## src/verilog/dp_pkg.sv

```systemverilog
// Datapath widths, bank address maps, ALU opcodes and the instruction, write and I/O types
package dp_pkg;

    // ------------------------------
    // Widths
    // ------------------------------

    localparam int word_w        = 16;
    localparam int addr_w        = 10;

    // Low address bits index the RAM
    localparam int mem_addr_w    = 8;

    localparam int io_port_count = 2;

    // I/O ports sit at io_base_addr and up, in both banks
    localparam int io_base_addr  = 512;

    // ------------------------------
    // Bank address maps
    // ------------------------------

    // Bank A depth is set by its smaller write range, so 1 to 191
    localparam int mem_read_base_a   = 1;
    localparam int mem_read_bound_a  = 255;
    localparam int mem_write_base_a  = 1;
    localparam int mem_write_bound_a = 191;

    localparam int mem_read_base_b   = 1;
    localparam int mem_read_bound_b  = 127;
    localparam int mem_write_base_b  = 1;
    localparam int mem_write_bound_b = 127;

    // ------------------------------
    // Types
    // ------------------------------

    typedef logic [word_w-1:0] word_t;
    typedef logic [addr_w-1:0] addr_t;

    // One word per I/O port
    typedef word_t [io_port_count-1:0] io_words_t;

    typedef enum logic [2:0] {
        op_add    = 3'd0,
        op_sub    = 3'd1,
        op_and    = 3'd2,
        op_or     = 3'd3,
        op_xor    = 3'd4,
        op_pass_a = 3'd5
    } alu_op_e;

    // Instruction as it arrives, already decoded and translated
    typedef struct packed {
        logic    issue;
        logic    ior;
        logic    cancel;
        alu_op_e op;
        addr_t   read_addr_a;
        addr_t   read_addr_b;
        addr_t   write_addr_a;
        addr_t   write_addr_b;
    } instr_t;

    // Write-back request to one bank, flags are the delayed copies
    typedef struct packed {
        logic  ior;
        logic  cancel;
        addr_t addr;
        word_t data;
    } mem_write_t;

endpackage

```

## src/verilog/mem_addressing.sv

```systemverilog
// Address range decode and annul gating for one data memory bank
`timescale 1ns/100ps

module mem_addressing #(
    parameter int read_base   = 1,
    parameter int read_bound  = 1,
    parameter int write_base  = 1,
    parameter int write_bound = 1
) (
    input  logic          ior,
    input  logic          cancel,
    input  dp_pkg::addr_t read_addr,
    input  logic          write_ior,
    input  logic          write_cancel,
    input  dp_pkg::addr_t write_addr,
    output logic          read_mem_en,
    output logic          read_io_en,
    output logic          write_mem_en,
    output logic          write_io_en
);

    // Smaller range sets the usable depth for both directions
    localparam int read_depth  = read_bound - read_base + 1;
    localparam int write_depth = write_bound - write_base + 1;
    localparam int mem_depth   = (read_depth <= write_depth) ? read_depth : write_depth;

    localparam dp_pkg::addr_t read_lo  = dp_pkg::addr_t'(read_base);
    localparam dp_pkg::addr_t read_hi  = dp_pkg::addr_t'(read_base + mem_depth - 1);
    localparam dp_pkg::addr_t write_lo = dp_pkg::addr_t'(write_base);
    localparam dp_pkg::addr_t write_hi = dp_pkg::addr_t'(write_base + mem_depth - 1);

    localparam dp_pkg::addr_t io_lo = dp_pkg::addr_t'(dp_pkg::io_base_addr);
    localparam dp_pkg::addr_t io_hi =
        dp_pkg::addr_t'(dp_pkg::io_base_addr + dp_pkg::io_port_count - 1);

    logic read_live;
    logic write_live;

    // Annulled instructions touch nothing
    assign read_live  = !(ior || cancel);
    assign write_live = !(write_ior || write_cancel);

    // Address 0 lies below every base, so it never decodes
    assign read_mem_en  = read_live && (read_addr >= read_lo) && (read_addr <= read_hi);
    assign read_io_en   = read_live && (read_addr >= io_lo) && (read_addr <= io_hi);

    assign write_mem_en = write_live && (write_addr >= write_lo) && (write_addr <= write_hi);
    assign write_io_en  = write_live && (write_addr >= io_lo) && (write_addr <= io_hi);

endmodule

```

## src/verilog/data_memory.sv

```systemverilog
// One data memory bank with RAM, I/O ports, zero location and registered read
`timescale 1ns/100ps

module data_memory #(
    parameter int read_base   = 1,
    parameter int read_bound  = 1,
    parameter int write_base  = 1,
    parameter int write_bound = 1
) (
    input  logic                              clock,
    input  logic                              rst_n,

    // Current instruction side
    input  logic                              ior,
    input  logic                              cancel,
    input  dp_pkg::addr_t                     read_addr,
    output dp_pkg::word_t                     read_data,

    // Write-back from the ALU
    input  dp_pkg::mem_write_t                write_req,

    // Outside world
    input  dp_pkg::io_words_t                 io_read_data,
    output logic [dp_pkg::io_port_count-1:0]  io_wren,
    output dp_pkg::io_words_t                 io_write_data
);

    localparam int mem_words = 1 << dp_pkg::mem_addr_w;
    localparam int port_w    = $clog2(dp_pkg::io_port_count);

    logic                         read_mem_en;
    logic                         read_io_en;
    logic                         write_mem_en;
    logic                         write_io_en;

    logic [dp_pkg::mem_addr_w-1:0] read_index;
    logic [dp_pkg::mem_addr_w-1:0] write_index;
    logic [port_w-1:0]             read_port;
    logic [port_w-1:0]             write_port;

    // Array covers the whole index space, the decoder limits the usable part
    dp_pkg::word_t ram [mem_words] = '{default: '0};

    // ------------------------------
    // Address decode
    // ------------------------------

    mem_addressing #(
        .read_base    (read_base),
        .read_bound   (read_bound),
        .write_base   (write_base),
        .write_bound  (write_bound)
    ) addressing (
        .ior          (ior),
        .cancel       (cancel),
        .read_addr    (read_addr),
        .write_ior    (write_req.ior),
        .write_cancel (write_req.cancel),
        .write_addr   (write_req.addr),
        .read_mem_en  (read_mem_en),
        .read_io_en   (read_io_en),
        .write_mem_en (write_mem_en),
        .write_io_en  (write_io_en)
    );

    // I/O base is aligned, so the low bits give the port number
    assign read_index  = read_addr[dp_pkg::mem_addr_w-1:0];
    assign write_index = write_req.addr[dp_pkg::mem_addr_w-1:0];
    assign read_port   = read_addr[port_w-1:0];
    assign write_port  = write_req.addr[port_w-1:0];

    // ------------------------------
    // RAM and read path
    // ------------------------------

    always_ff @(posedge clock) begin
        if (write_mem_en) begin
            ram[write_index] <= write_req.data;
        end
    end

    // Read before write on a shared edge, no forwarding
    always_ff @(posedge clock) begin
        if (read_mem_en) begin
            read_data <= ram[read_index];
        end else if (read_io_en) begin
            read_data <= io_read_data[read_port];
        end else begin
            // Unmapped or annulled reads give zero
            read_data <= '0;
        end
    end

    // ------------------------------
    // I/O write ports
    // ------------------------------

    // Strobe lasts one cycle per write
    always_ff @(posedge clock) begin
        if (!rst_n) begin
            io_wren <= '0;
        end else begin
            io_wren <= '0;
            if (write_io_en) begin
                io_wren[write_port] <= 1'b1;
            end
        end
    end

    // Port data holds until the next write to that port
    always_ff @(posedge clock) begin
        if (write_io_en) begin
            io_write_data[write_port] <= write_req.data;
        end
    end

endmodule

```

## config.mk

```make
export PLATFORM = sky130hd
export DESIGN_NAME = data_memory
export DESIGN_NICKNAME = d
export VERILOG_FILES = /design/src/verilog/dp_pkg.sv /design/src/verilog/mem_addressing.sv /design/src/verilog/data_memory.sv
export SDC_FILE = /design/constraint.sdc
export NUM_CORES = 2
export LEC_CHECK = 0
export BUFFER_PORTS_ARGS = -buffer_cell sky130_fd_sc_hd__buf_4
export CORE_AREA = 4 4 149 223
export CTS_CLUSTER_DIAMETER = 50
export CTS_CLUSTER_SIZE = 28
export DETAILED_ROUTE_END_ITERATION = 16
export DIE_AREA = 0 0 153 227
export SYNTH_ARGS = -nofsm -noshare
export SYNTH_HDL_FRONTEND = slang
export SYNTH_SLANG_ARGS = --single-unit
export TNS_END_PERCENT = 20
```

## constraint.sdc

```tcl
create_clock -name clock -period 2.7 [get_ports clock]
set_clock_uncertainty 0.05 [all_clocks]
set_input_delay 0.405 -clock clock [delete_from_list [all_inputs] [get_ports clock]]
set_output_delay 0.405 -clock clock [all_outputs]
set_load 0.005 [all_outputs]
```

; Word-level counts from Yosys, hierarchy flattened
; Memories as Yosys holds them, arrays and structs flattened.
; Cells that the tools add are included.
[classes]
n_reduce_logical = 14
muxes = 11
n_lt_le_gt_ge = 11
[op_table]
columns = cell, count
row1 = $mux W16, 5
row2 = $bwmux W32, 1
row3 = $ge A10 B1 Y1 const B, 2
row4 = $ge A10 B10 Y1 const B, 2
row5 = $le A10 B1 Y1 const B, 2
row6 = $le A10 B10 Y1 const B, 2
row7 = $demux W16 S1, 1
row8 = $logic_and A1 B1 Y1, 9
row9 = $lt A1 B2 Y1 const B, 2
row10 = $mux W1, 3
row11 = $logic_not A1 Y1, 2
row12 = $logic_or A1 B1 Y1, 2
row13 = $reduce_and A2 Y1, 1
row14 = $demux W1 S1, 1
row15 = $ge A1 B1 Y1 const B, 1
[totals]
mem_count = 1
input_bits = 74
ff_bits = 50
ramBits = 4096
[mem_list]
columns = name, depth, word_bits, read_ports, rd_clocked_by_memory_dff, write_ports, line_no
row1 = ram, 256, 16, 1, 0, 1, data_memory.sv:42  ; dp_pkg::word_t ram [mem_words] = '{default: '0};

; Depth between registers and ports, before layout
[depth]
word_depth = 6
mapped_depth = 6
depth_no_buf = 3

; Cells and area by module
; From an unflattened synthesis, not the netlist that was laid out.
[unflattened]
hier_cells = 7999
hier_area_um2 = 160442.6
[by_module_without_submodules]
columns = module, instances, area_per_inst_um2, cells_each
row1 = data_memory, 1, 160327.5, 7986
row2 = mem_addressing, 1, 115.1, 13

; Least setup slack after synthesis
; OpenSTA, ideal clock, no wires.
[synth_timing]
path_kind = input to register
from = input write_req[21] in the netlist's numbering
to = memory ram[1][0] in the netlist's numbering, enable pin
arrival_time_ps = 1976
slack_ps = 265
required_ps = 2241
setup_ps = 409
path_stages = 3
cell_sequence = nor4_1 > nand3_1 > nor3_1
[synth_between]
elab_chain_len = 5
word_cells_on_any_way = 6
[synth_rtl]
columns = item, line_no
row1 = from (decl), data_memory.sv:20  ; input dp_pkg::mem_write_t write_req,
row2 = $ge A10 B1 Y1, mem_addressing.sv:47  ; assign write_mem_en = write_live && (write_addr >= write_lo) && (write_addr <= write_hi);
row3 = $logic_and A1 B1 Y1 (2 in a row), mem_addressing.sv:47
row4 = $mux W1, data_memory.sv:77  ; if (write_mem_en) begin
row5 = $mux W1 (implied by the code), data_memory.sv:78  ; ram[write_index] <= write_req.data;
row6 = to (decl), data_memory.sv:42
; Parallel ways exist; a longest one is shown, timed or not.

; Worst setup path in the final report
[layout_timing]
from = input write_req[21] in the netlist's numbering
to = register io_write_data[6] in the netlist's numbering, enable pin
[layout_between]
elab_chain_len = 3
word_cells_on_any_way = 4
[layout_rtl]
columns = item, line_no
row1 = $ge A10 B10 Y1, mem_addressing.sv:48  ; assign write_io_en = write_live && (write_addr >= io_lo) && (write_addr <= io_hi);
row2 = $logic_and A1 B1 Y1, mem_addressing.sv:48
row3 = $logic_and A1 B1 Y1 (*), mem_addressing.sv:48
row4 = "to (signal, indexed assignment)", data_memory.sv:113  ; io_write_data[write_port] <= write_req.data;
row5 = to (decl), data_memory.sv:25  ; output dp_pkg::io_words_t io_write_data
; Mark *: on every way between the ends. The rest lies on a longest branch, timed or not.
; A chain may end at the register's enable or synchronous reset.

==> summary.txt <==
Floorplanning
  – Die area: 0.03473 mm^2
  – Io pins: 124
  – Core region area: 0.03104 mm^2
  – Die W: approximately 150 um
  – Die Ht: around 230 um
  – Starting Density: 16.02%
  – FP Rows: slightly below 80

Logic synthesis
  – Ys async rst share: 0%
  – Synth top cells by count: 116 x edfxtp_1, 19 x nand3_1, 18 x dfxtp_1
  – EDFF count, synth: 116
  – Top-count cell post-synth: edfxtp_1
  – Syn_area_per_cell: 18.83 um^2
  – Synth top area cells: edfxtp_1 70%, dfxtp_1 7.2%, mux4_2 5.0%, mux2_2 3.4%, mux4_1 2.6%
  – Area share of the leading cell type in the synthesized netlist: around 70%
  – Synthesized area: roughly 0.0050 mm^2
  – Synth warnings: 0
  – Library cells used by synthesis: 26
  – Commonest register cell after synthesis: edfxtp_1
  – Post-synthesis sequential area ratio: 77.32%
  – Yosys reg bits: 134
  – Syn Inst Count: 264
  – Yosys top cell by area: edfxtp_1

Place
  – IO Port Bufs: 123
  – Post-DP HPWL: 9.324 mm
  – Inst Count DP: 853
  – Gpl congestion: 0.6761
  – Post-Place Worst Slack: 0.6279 ns
  – Placed cell areas: 0.006626 mm^2

Cells and area
  – Multi-input logic area: 0.001292 mm^2
  – Sequential cell area: 0.003844 mm^2
  – Fin cells: 885
  – Final instance area: 0.007184 mm^2
  – Fill count: around 3400
  – Area grow syn2layout: 44.53%
  – Diodes inserted: 0
  – Nets: 541
  – Share of layout cells above drive strength 1: 40.00%

Timing
  – Fin Hold WS: 0.1402 ns
  – Peak Freq: 639.9 MHz
  – RSZ-0062 raised after global routing: false
  – Slew of the pin with the lowest slew margin: roughly 0.64 ns
  – Final min period: between 1.5 and 2 ns
  – Max Slew Vio Count: 0
  – Setup tns final: 0 ns
  – Worst relative slew slack: 56.99%
  – Final setup vio count: 0
  – Final worst slack: 1.137 ns
  – Final Hold Fails: 0
  – Final period util: 57.88%

Setup path
  – Critical path's largest stage delay: 0.36 ns
  – CP startpoint kind: input port
  – R2R depth: 3
  – Delay-heaviest family, CP: simple AND/OR/NAND/NOR gates
  – Critical path class: input port to flop
  – Critical R2R Capture: read_data[3]$_DFF_P_
  – FF-to-FF Start: ram[3][3]$_DFFE_PP_
  – Slowest CP cell: nor4_1
  – R2R setup slack: between 1 and 1.5 ns
  – Crit path to: io_write_data[6]$_DFFE_PP_
  – Most frequent CP cell: buf_4
  – Cell count along the critical path: 5
  – Data required, critical path: 2.76 ns
  – Worst path arrival time: 1.63 ns
  – CP endpoint kind: flop
  – Crit path launch: write_req[21]
  – CP bufs+invs: 2
  – CP Cell Sequence: buf_4 > nor4_1 > nand4_1 > nor2_2 > buf_4
  – Critical-path maximum fanout: 12

Clock network
  – Worst-Skew Late Latency: 0.43 ns
  – Reg clk slew, reported paths: 0.06 ns
  – Clock root buffer: clkbuf_16
  – CTS resizes: 0
  – TritonCTS Buffers: 17
  – CTS tree: built
  – CTS Sinks: roughly 130
  – Clock Path Buffers: 2
  – Setup repair bufs after CTS: 0
  – H-Tree Level Count: 4
  – Hold_buf cts: 0

Global route
  – First-pass GRT wire length: about 19 mm
  – Initial antenna violation count: 0
  – Vias in the first global route: approximately 3200
  – Total gr overflow: 0
  – Largest net degree at the start of global routing: 33
  – GRT Total Usage: 7.810%

Route
  – Routed Antenna Nets: 0
  – DR pass1 iterations: 5
  – # DRC: 0
  – Initial drt markers: 118
  – Final wirelength: 13.24 mm
  – Via density: 3.411
  – Per-cell routed wire length: ~15 um
  – Routed vias: between 3000 and 4000

Min path
  – Worst Hold Depth: 2
  – Hold Crit Class: input port to flop

Run status
  – Status: complete, no violations

Power
  – Cell Pwr Density: 672.7 mW/mm^2
  – Peak supply drop: 0.3991 mV
  – Leak: between 0.002 and 0.003 uW

Job
  – Max Cap Viol: 0
==> per-layer routing <==
layer	wire length, um	vias up	share of wire, %	GRT usage [%]
met1	5234	1483	40	8.609
met4	257	0	1.9	3.566
met5	0	-	0	0
met3	1012	18	7.6	3.157
li1	-	1410	-	-
met2	6738	108	51	13.28
==> cells by family (layout without fill, tap and decap cells) <==
family,after synthesis,in the layout,synth area share [%]
AOI/OAI and AO/OA,21,21,2.769
buffers and inverters,15,164,1.938
and+or+nand+nor,62,62,6.871
DFF,134,134,77.32
other,1,68,0.07544
muxes,31,31,11.02
==> stage by stage <==
step	power, uW	util (%)
CTS	4942	23.15
floorplan	2529	-
finish	4833	23.15
detailed placement	2674	21.35
global placement	2663	21.35
global route	5047	23.15
==> cell type report <==
cell class,instances,share of cell area (%)
multi-input cells,182,17.99
flip-flops and latches,134,53.50
well taps,405,7.053
repair buffers,130,13.58
inverters,2,0.1045
clock inverters,14,1.794
clock buffers,18,5.974
==> report_power, final <==
group	total [uW]	internal [uW]	switching, uW
Sequential	2360	2340	16.8
Clock	2210	1270	939
Combinational	265	139	126
==> state kept, by name, summed over array words and instances (netlist names) <==
| signal | cells |
|---|---|
| ram | 84 |
| io_write_data | 32 |
| read_data | 16 |
| io_wren | 2 |
==> worst min-delay path by stage <==
stage,start,endpoint,slack [ns]
6_report,write_req[16],io_wren[0]$_SDFF_PN0_,0.14
5_1_grt,write_req[4],ram[7][4]$_DFFE_PP_,0.12
4_1_cts,write_req[4],ram[7][4]$_DFFE_PP_,0.11
3_5_place_dp,ram[13][8]$_DFFE_PP_,read_data[8]$_DFF_P_,0.57
3_3_place_gp,ram[15][7]$_DFFE_PP_,read_data[7]$_DFF_P_,0.57
2_1_floorplan,write_req[16],io_wren[0]$_SDFF_PN0_,0.43
==> cells in the final DEF (no fill, tap or decap) <==
cell type / n
nor4_1: 4
and4b_1: 1
clkinv_2: 3
clkbuf_16: 17
mux4_2: 11
inv_1: 2
nor2_1: 3
clkinvlp_4: 3
nand4_1: 1
dfxtp_1: 18
nand3_2: 1
edfxtp_1: 116
nor3_1: 2
buf_4: 130
nand3_1: 19
nand2_1: 14
inv_6: 3
and4bb_2: 1
mux4_1: 5
clkbuf_1: 1
clkinv_4: 4
mux2_2: 15
bufinv_16: 1
nand3b_1: 11
nor2b_1: 1
nor3_2: 1
conb_1: 68
nor3b_1: 1
nor2_2: 2
a22oi_1: 5
a31oi_1: 16
Note: power is estimated with default switching activity, not from simulation.
