--- src/verilog/dp_pkg.sv ---
// Datapath widths, bank address maps, ALU opcodes and the instruction, write and I/O types
package dp_pkg;

    // ------------------------------
    // Widths
    // ------------------------------

    localparam int word_w        = 16;
    localparam int addr_w        = 10;

    // Low address bits index the RAM
    localparam int mem_addr_w    = 8;

    localparam int io_port_count = 2;

    // I/O ports sit at io_base_addr and up, in both banks
    localparam int io_base_addr  = 512;

    // ------------------------------
    // Bank address maps
    // ------------------------------

    // Bank A depth is set by its smaller write range, so 1 to 191
    localparam int mem_read_base_a   = 1;
    localparam int mem_read_bound_a  = 255;
    localparam int mem_write_base_a  = 1;
    localparam int mem_write_bound_a = 191;

    localparam int mem_read_base_b   = 1;
    localparam int mem_read_bound_b  = 127;
    localparam int mem_write_base_b  = 1;
    localparam int mem_write_bound_b = 127;

    // ------------------------------
    // Types
    // ------------------------------

    typedef logic [word_w-1:0] word_t;
    typedef logic [addr_w-1:0] addr_t;

    // One word per I/O port
    typedef word_t [io_port_count-1:0] io_words_t;

    typedef enum logic [2:0] {
        op_add    = 3'd0,
        op_sub    = 3'd1,
        op_and    = 3'd2,
        op_or     = 3'd3,
        op_xor    = 3'd4,
        op_pass_a = 3'd5
    } alu_op_e;

    // Instruction as it arrives, already decoded and translated
    typedef struct packed {
        logic    issue;
        logic    ior;
        logic    cancel;
        alu_op_e op;
        addr_t   read_addr_a;
        addr_t   read_addr_b;
        addr_t   write_addr_a;
        addr_t   write_addr_b;
    } instr_t;

    // Write-back request to one bank, flags are the delayed copies
    typedef struct packed {
        logic  ior;
        logic  cancel;
        addr_t addr;
        word_t data;
    } mem_write_t;

endpackage

--- src/verilog/datapath_alu.sv ---
// Two-stage execute pipeline combining both banks' reads and building write-back
`timescale 1ns/100ps

module datapath_alu (
    input  logic               clock,
    input  logic               rst_n,
    input  dp_pkg::instr_t     instr,
    input  dp_pkg::word_t      read_data_a,
    input  dp_pkg::word_t      read_data_b,
    output dp_pkg::word_t      result,
    output dp_pkg::alu_op_e    result_op,
    output logic               result_valid,
    output dp_pkg::mem_write_t write_req_a,
    output dp_pkg::mem_write_t write_req_b
);

    // Stage one, alongside the bank reads
    logic            s1_issue;
    logic            s1_ior;
    logic            s1_cancel;
    dp_pkg::alu_op_e s1_op;
    dp_pkg::addr_t   s1_write_addr_a;
    dp_pkg::addr_t   s1_write_addr_b;

    // Stage two, alongside the result
    logic            s2_ior;
    logic            s2_cancel;
    dp_pkg::addr_t   s2_write_addr_a;
    dp_pkg::addr_t   s2_write_addr_b;

    dp_pkg::word_t   alu_out;

    // ------------------------------
    // Pipeline control
    // ------------------------------

    always_ff @(posedge clock) begin
        if (!rst_n) begin
            s1_issue     <= 1'b0;
            s1_ior       <= 1'b0;
            s1_cancel    <= 1'b0;
            result_valid <= 1'b0;
            s2_ior       <= 1'b0;
            s2_cancel    <= 1'b0;
        end else begin
            s1_issue     <= instr.issue;
            s1_ior       <= instr.ior;
            s1_cancel    <= instr.cancel;
            result_valid <= s1_issue;
            s2_ior       <= s1_ior;
            s2_cancel    <= s1_cancel;
        end
    end

    always_ff @(posedge clock) begin
        s1_op           <= instr.op;
        s1_write_addr_a <= instr.write_addr_a;
        s1_write_addr_b <= instr.write_addr_b;
        s2_write_addr_a <= s1_write_addr_a;
        s2_write_addr_b <= s1_write_addr_b;
        result          <= alu_out;
        result_op       <= s1_op;
    end

    // ------------------------------
    // Operation, wraparound arithmetic
    // ------------------------------

    always_comb begin
        case (s1_op)
            dp_pkg::op_add:    alu_out = read_data_a + read_data_b;
            dp_pkg::op_sub:    alu_out = read_data_a - read_data_b;
            dp_pkg::op_and:    alu_out = read_data_a & read_data_b;
            dp_pkg::op_or:     alu_out = read_data_a | read_data_b;
            dp_pkg::op_xor:    alu_out = read_data_a ^ read_data_b;
            dp_pkg::op_pass_a: alu_out = read_data_a;
            default:           alu_out = '0;
        endcase
    end

    // Empty slot counts as annulled, so bubbles never write
    always_comb begin
        write_req_a.ior    = s2_ior || !result_valid;
        write_req_a.cancel = s2_cancel;
        write_req_a.addr   = s2_write_addr_a;
        write_req_a.data   = result;
        write_req_b.ior    = s2_ior || !result_valid;
        write_req_b.cancel = s2_cancel;
        write_req_b.addr   = s2_write_addr_b;
        write_req_b.data   = result;
    end

endmodule

--- config.mk ---
export PLATFORM = sky130hd
export DESIGN_NAME = datapath_alu
export DESIGN_NICKNAME = d
export VERILOG_FILES = /design/src/verilog/dp_pkg.sv /design/src/verilog/datapath_alu.sv
export SDC_FILE = /design/constraint.sdc
export NUM_CORES = 1
export LEC_CHECK = 0
export ABC_CLOCK_PERIOD_IN_PS = 3200
export BUFFER_PORTS_ARGS = -buffer_cell sky130_fd_sc_hd__buf_2
export CAP_MARGIN = 15
export CORE_MARGIN = 4
export CORE_UTILIZATION = 44
export DETAILED_ROUTE_END_ITERATION = 7
export PLACE_DENSITY = 0.84
export SETUP_SLACK_MARGIN = 0.02
export SLEW_MARGIN = 20
export SYNTH_ARGS = -nofsm -noshare
export SYNTH_HDL_FRONTEND = slang
export SYNTH_SLANG_ARGS = --single-unit
export TNS_END_PERCENT = 100
--- constraint.sdc ---
create_clock -name clock -period 3.2 [get_ports clock]
set_input_delay 0.32 -clock clock [delete_from_list [all_inputs] [get_ports clock]]
set_output_delay 0.32 -clock clock [all_outputs]
set_load 0.02 [all_outputs]
Yosys cells after proc, flatten, opt, wreduce, memory -nomap -nowiden

Cells that the tools add are included.

Input port bits: 80
Flip-flop bits (word level): 68
Output and inout port bits: 76
Word-level logic and storage cells: 27

Bitwise gates (word level): 3
Reduce and logical (&&, ||, !) cells: 3
Add/subtract/negate cells: 2
Equality and inequality tests: 5
Multiplexer cells: 1

Operators with widths:

| operator                                            | number |
|---|---|
| case mux 16 bit (6 select lines)                    | 1 |
| adder 16 bit                                        | 1 |
| bitwise AND 16 bit                                  | 1 |
| OR 16 bit                                           | 1 |
| subtractor 16 bit                                   | 1 |
| bitwise XOR 16 bit                                  | 1 |
| equality test 3 x 2 -> 1 bit, second input constant | 2 |
| equality test 3 bit, second input constant          | 2 |
| equality test 3 x 1 -> 1 bit, second input constant | 1 |
| zero test 3 bit                                     | 1 |
| zero test 1 bit                                     | 1 |
| logical OR 1 bit                                    | 1 |

Depth between registers and ports, before layout

Gate-level depths: netlist of the first run.

Word-level depth: 2
Depth in mapped cells: 14
Mapped depth without buffers: 14

Worst setup path after synthesis of the first run

OpenSTA, ideal clock, no wires.

Path kind: register to register
Start point: register s1_op[0]
End point: register result[13]
Buffers on the path: 2
Clock period less this slack: 3103 ps
Required time: 3078 ps
Stages on the path, launching flop included: 14
Setup slack: 97 ps
Setup time: 122 ps
Arrival time: 2981 ps
Cells stage by stage: dfxtp_1 > clkbuf_1 > clkbuf_1 > nand2_1 > o21ai_0 > inv_1 > ha_1 > nor2b_1 > o21ai_0 > o21ai_1 > a21boi_0 > o21ai_0 > nor2_1 > a311o_1

Cells in the longest elaborated chain, start to end: 2
Elaborated cells between the ends (all ways): 7
Those cells by class: eq/ne (5); mux (1); reduce/logical (1)

Ends and longest elaborated chain:

| item                                        | line               | RTL |
|---|---|---|
| start, declared                             | datapath_alu.sv:21 | `dp_pkg::alu_op_e s1_op;` |
| start signal, assigned                      | datapath_alu.sv:56 | `s1_op <= instr.op;` |
| equality test 3 bit (tied with other cells) | datapath_alu.sv:70 | `case (s1_op)` |
| case mux 16 bit (6 select lines) *          | datapath_alu.sv:70 |  |
| named net alu_out[13]                       | datapath_alu.sv:31 | `dp_pkg::word_t alu_out;` |
| end signal, assigned                        | datapath_alu.sv:61 | `result <= alu_out;` |
| end, declared                               | datapath_alu.sv:10 | `output dp_pkg::word_t result,` |

Mark *: on every way through the listed nets, which the timed path passes. The rest lies on a longest branch.
A chain may end at the register's enable or synchronous reset.

Worst setup path after layout of the first run

Start point: register s1_op[2]
End point: register result[11]

The elaborated chain is that of the path after synthesis.

==> flow_summary.toml, run 1 <==
[run_status]
run_status = "complete, no violations"

[critical_path]
crit_start = "s1_op[2]"
path_class = "reg2reg"
endpoint_kind = "flip-flop"
crit_arrival_ns = 3.17
slowest_stage = "dfxtp_1"
required_ns = 3.41
max_stage_delay_ns = 0.32
reg2regPathDepth = 15
r2r_start = "s1_op[2]"
reg2reg_setup_slack_ns = 0.24
crit_chain = "nor2_2 -> nand2_1 -> buf_4 -> o31ai_1 -> xnor2_1 -> ha_1 -> a21o_1 -> a21oi_1 -> o21ai_1 -> buf_4 -> a211oi_1 -> buf_4 -> xnor2_1 -> o21ai_0 -> o21a_1"
cpMostUsedCell = "buf_4"
reg2reg_to = "result[11]"
timing.critical_path.fanout_max = 6
start_kind = "flip-flop"

[yosys]
synth_edf_count = 0
avgSynthCellArea_um2 = 9.14
async_flop_share_pct = 0
yosys_most_used_dff = "dfxtp_1"
netlist_instances = 425
synth-seq-area-share_pct = 35.0
yosys.area.top_type = "dfxtp_1"
yosys.area.top_type_share_pct = 35.0
ys_seq_elements = 68
yosys_warnings = 0
post_synth_num_cell_types = 51
netlist_area_um2 = 3890
synth.net_count = 554
yosys-top-cells-area = "dfxtp_1 35%, ha_1 15%, buf_4 6.8%"

[layout]
layout_common_cells = "135 x buf_2, 68 x dfxtp_1, 48 x ha_1, 41 x inv_1, 29 x buf_4"
final_common_cell = "buf_2"
fillCellCount = 799
antenna_cells = 0
fin_cells = 664
drive_above_1_share_pct = 33.8
stdcell_area_um2 = 4820
nNetsFinal = 680
syn2layout_area_growth_pct = 24.1

[route]
drt_iter0_markers = 147
wire_per_inst_um = 14.6
viasPerCell = 5.07
firstDrtPassIters = 5
vias = 3364
drcViolationCount = 0
drt-total-wl_um = 9680
drtAntennaViolNets = 0

[power]
vdd_drop_max_v = 0.000222
p_switching_uw = 792
p_sw_share_pct = 32.4
power_mw = 2.44
pwr_density_cell_nw_per_um2 = 506
power_frac_seq_pct = 38.5
clock_power_share_pct = 31.2
p_leak_nw = 2.50
internal_power_mw = 1.65
comb_power_share_pct = 30.2

[global_route]
grt_max_degree = 32
grt-ovfl-total = 0
grt_pass1_vias = 3248
grt_pass1_wl_um = 15100
grt.total_usage_pct = 18.6
antenna_found_initial = 0

[sta]
setup_slack_ns = 0.244
min_period_over_period_pct = 92.4
maxSlewViolCount = 0
hold_viol_final = 0
fin_worst_skew_ns = 0.0102
rsz0062_at_grt = "no"
fmax_ghz = 0.338
tns_ns = 0
worstMarginPinSlew_ns = 0.527
slew-limit-headroom_pct = 64.5
finalSetupViolCount = 0
period_needed_ns = 2.96

[min_path]
whs_endpoint = "s1_write_addr_b[7]"
hold_class = "in2reg"
hold_depth = 1
min_from = "instr[7]"

[floorplanning]
fp.coreArea_um2 = 8680
fp-row-count = 34
die_area_um2 = 10400
pin_count = 156
chipHeight_um = 102
initial_core_util_pct = 44.8
fp.dieW_um = 102

[clock_network]
cts_sinks = 68
clk_path_buf_depth = 2
numCtsBuffers = 9
cts_tree = "done"
cts_root_buf = "clkbuf_8"
cts.clk_slew.worst_paths_ns = 0.07
insertion_delay_ns = 0.33
cts_max_level = 3

[placed_design]
dp_slack_ns = -0.0338
port-buffer-count = 135
dpl.cell_count = 648
post-dp-hpwl_um = 8090
gp_congestion = 0.926
place_area_um2 = 4600

[job]
drv_cap = 0
==> metrics by stage <==
step / hold WS (ns) / utilization [%]
after floorplan: 0.310 / -
after global routing: 0.0662 / 55.6
after global placement: 0.310 / 53.0
after detailed placement: 0.312 / 53.0
after CTS: 0.0692 / 55.6
final: 0.0907 / 55.6
==> power by group through the flow <==
stage          clock network [mW]  registers, mW  logic, mW
2_1_floorplan                   0           1.02      0.478
3_3_place_gp                    0          0.958      0.720
3_5_place_dp                    0          0.963      0.736
4_1_cts                     0.790          0.943      0.739
5_1_grt                     0.828          0.950      0.807
6_report                    0.763          0.942      0.738
==> per-layer routing <==
layer	GRT usage, %	vias to the layer above	share of wire (%)
li1	-	1669	-
met1	22.4	1539	42
met2	33.3	141	49
met3	3.82	15	7.2
met4	5.35	0	1.9
met5	0	-	0
==> worst max-delay path, delay by kind of cell (launching register included) <==
family                   cells  cell delay [ns]
XOR/XNOR                     2             0.26
adder cells (fa/ha/maj)      1             0.30
flip-flops                   1             0.32
AO/OA/AOI/OAI                7             1.05
AND/OR/NAND/NOR              2             0.41
buffers and inverters        3             0.52
==> how the worst max path moves through the flow <==
| stage | to | slack, ns | cells past startpoint |
|---|---|---|---|
| 2_1_floorplan | result[13] | 0.1 | 13 |
| 3_3_place_gp | result[11] | 0.003 | 14 |
| 3_5_place_dp | result[15] | -0.03 | 15 |
| 4_1_cts | result[11] | 0.15 | 15 |
| 5_1_grt | result[11] | 0.04 | 15 |
| 6_report | result[11] | 0.24 | 15 |
==> repair_timing <==
item | in CTS | in global routing
setup buffers | 0 | 0
hold endpoints to repair | 0 | 0
hold buffers | 0 | 0
endpoints found under the setup margin | 0 | 5
resized for setup | 0 | 1
==> state kept, by name, indices dropped and copies added, names as in the netlist <==
name             flops
result              16
s1_write_addr_a     10
s1_write_addr_b     10
s2_write_addr_a     10
s2_write_addr_b     10
result_op            3
s1_op                3
result_valid         1
s1_cancel            1
s1_ior               1
s1_issue             1
s2_cancel            1
s2_ior               1
==> cell type report <==
type	instances	area (um2)	share of cell area, %
clock buffer	9	124	2.57
clock inverter	7	98.8	2.05
tap	108	135	2.80
multi-input combinational	267	2060	42.6
inverter	41	154	3.19
timing repair buffer	164	893	18.5
sequential	68	1360	28.2
==> cell usage after synthesis, types with 2 or more instances <==
cell	instances
dfxtp_1	68
ha_1	48
inv_1	41
buf_4	35
nand2_1	23
nor2_1	21
a21oi_1	20
mux2i_1	18
o21ai_0	17
xnor2_1	17
clkbuf_1	12
and2_1	9
o22ai_1	9
nand2b_1	8
nor2b_1	6
xor2_1	6
a21o_1	5
o21a_1	5
a211oi_1	4
a31oi_1	4
nand4_1	4
a22oi_1	3
nand3_1	3
nor3_1	3
nor3b_1	3
o221ai_1	3
a221o_1	2
a41oi_1	2
o211ai_1	2
o21ai_1	2
o31ai_1	2
==> cell families (layout without fill, tap and decap cells) <==
| family | count (synthesis) | count (layout) | synth area share [%] |
|---|---|---|---|
| fa+ha+maj | 49 | 49 | 16.0 |
| flops | 68 | 68 | 35.0 |
| compound gates | 89 | 89 | 15.2 |
| buf+inv | 90 | 221 | 12.1 |
| xor+xnor | 24 | 24 | 5.60 |
| mux | 18 | 18 | 4.64 |
| simple gates | 87 | 87 | 11.5 |
(Power assumes the default switching activity.)
==> run 2, diff against run 1 <==
- CORE_UTILIZATION: 44 -> 35
- PLACE_DENSITY: 0.84 -> 0.7
==> run 2 against run 1 <==
Critical path depth stayed put. First-iteration DRC count decreased by 1.4%. Total power shrank 1.1%. Cell area grew 0.49%. Non-clock buffer count decreased by 1. Clock skew shrank 0.0033 ns. Clock-buffer cell count is 1 higher. Wire length decreased by 0.54%. Register-to-register slack improved by 0.05 ns. Utilization shrank 11 points. Via count fell by 1.5%. Critical endpoint is now result[15].
==> flow_summary.toml, run 2 (synthesis results as in run 1) <==
[route]
firstDrtPassIters = 5
wire_per_inst_um = 13.8
drt-total-wl_um = 9620
drcViolationCount = 0
vias = 3313
drtAntennaViolNets = 0
viasPerCell = 4.77
drt_iter0_markers = 145

[min_path]
hold_class = "in2reg"

[floorplanning]
fp.coreArea_um2 = 10800
chipHeight_um = 113
fp-row-count = 38
fp.dieW_um = 113
initial_core_util_pct = 35.8
pin_count = 156
die_area_um2 = 12900

[layout]
syn2layout_area_growth_pct = 24.7
fillCellCount = 1061
multi_input_area_um2 = 2050
largest_reg_flops = 16
antenna_cells = 0
layout_common_cells = "135 x buf_2, 68 x dfxtp_1, 48 x ha_1, 41 x inv_1, 28 x buf_4"
nNetsFinal = 679
largest_register = "result"
final-seq-area_um2 = 1360
drive_above_1_share_pct = 33.3
final_common_cell = "buf_2"
stdcell_area_um2 = 4850

[critical_path]
timing.critical_path.fanout_max = 4
endpoint_kind = "flip-flop"
start_kind = "primary input"
crit_chain = "buf_2 -> or4_4 -> nor3_2 -> nand2_1 -> nor2_1 -> a41oi_1 -> xnor2_1 -> ha_1 -> a21o_1 -> a21oi_1 -> nand2b_1 -> a211oi_1 -> o21bai_1 -> xnor2_1 -> o21ai_1"
crit_arrival_ns = 3.15
slowest_stage = "or4_4"
max_stage_delay_ns = 0.56
cpMostUsedCell = "xnor2_1"
path_class = "in2reg"
required_ns = 3.42

[sta]
finalSetupViolCount = 0
min_period_over_period_pct = 91.7
slew-limit-headroom_pct = 72.5
rsz0062_at_grt = "no"
period_needed_ns = 2.93
setup_slack_ns = 0.266
maxSlewViolCount = 0
worstMarginPinSlew_ns = 0.402
hold_viol_final = 0
fmax_ghz = 0.341
fin_worst_skew_ns = 0.00689

[global_route]
grt_max_degree = 25
grt_pass1_wl_um = 15200
antenna_found_initial = 1
grt.total_usage_pct = 15.0
grt-ovfl-total = 0
grt_pass1_vias = 3196

[clock_network]
cts_root_buf = "clkbuf_8"
cts_setup_buffers = 0
cts.clk_slew.worst_paths_ns = 0.07
insertion_delay_ns = 0.33
cts_tree = "done"
cts_hold_buf = 0
clk_path_buf_depth = 2
cts_max_level = 3
cts_resized = 0
cts_sinks = 68
numCtsBuffers = 9

[placed_design]
dp_slack_ns = -0.0893
place_area_um2 = 4630
gp_congestion = 0.858
post-dp-hpwl_um = 7850
port-buffer-count = 135

[job]
drv_cap = 0

[power]
pwr_density_cell_nw_per_um2 = 498
vdd_drop_max_v = 0.000386
p_leak_nw = 2.49

[run_status]
run_status = "complete, no violations"
==> run 2: cell types whose count changed in the layout (fill, tap and decap cells not counted), sizes merged <==
| cell | before | now |
|---|---|---|
| buf | 164 | 163 |
| inv | 42 | 41 |
| clkinvlp | 1 | 2 |
| clkbuf | 9 | 10 |
| clkinv | 3 | 2 |
==> run 2: path summary, 6_finish.rpt <==
| check | startpoint | to | slack (ns) | depth (start not counted) |
|---|---|---|---|---|
| worst max register to register | s1_op[2] | result[14] | 0.29 | 13 |
| worst min-delay path | instr[9] | s1_write_addr_b[9] | 0.09 | 1 |
| worst max-delay path | read_data_b[5] | result[15] | 0.27 | 15 |
| worst min register to register | s1_write_addr_b[1] | s2_write_addr_b[1] | 0.33 | 0 |
==> run 2: critical path: cells and delay by family <==
kind / cells / cell delay [ns]
fa+ha+maj: 1 / 0.33
buf+inv: 1 / 0.10
xor+xnor: 2 / 0.31
simple gates: 5 / 1.08
compound gates: 6 / 1.02
==> run 2: through the flow <==
step / TNS [ns] / utilization (%) / cells / hold WS [ns] / power [mW]
after floorplan: 0 / - / 425 / 0.310 / 1.50
after global placement: -0.0414 / 42.7 / 679 / 0.310 / 1.67
after detailed placement: -0.104 / 42.7 / 679 / 0.313 / 1.69
after CTS: 0 / 44.7 / 695 / 0.0562 / 2.46
after global routing: 0 / 44.7 / 695 / 0.0514 / 2.57
final: 0 / 44.7 / 695 / 0.0880 / 2.42
==> run 2: layout make-up <==
| class | count | area share (%) |
|---|---|---|
| multi-input cells | 267 | 42.4 |
| flip-flops and latches | 68 | 28.1 |
| clock inverters | 6 | 1.83 |
| repair buffers | 163 | 18.3 |
| well taps | 140 | 3.61 |
| clock buffers | 10 | 2.63 |
| inverters | 41 | 3.18 |
==> run 2: metal layers <==
metal	GRT usage [%]	routed length, um	vias up
met5	0	12	-
met4	6.01	173	2
met3	4.67	867	12
met2	24.8	4470	142
met1	18.1	4100	1492
li1	-	-	1665
==> run 2: report_power, final <==
| part | total, mW | switching, mW | internal [mW] |
|---|---|---|---|
| clock network | 0.745 | 0.307 | 0.439 |
| logic | 0.729 | 0.434 | 0.294 |
| registers | 0.942 | 0.0303 | 0.912 |
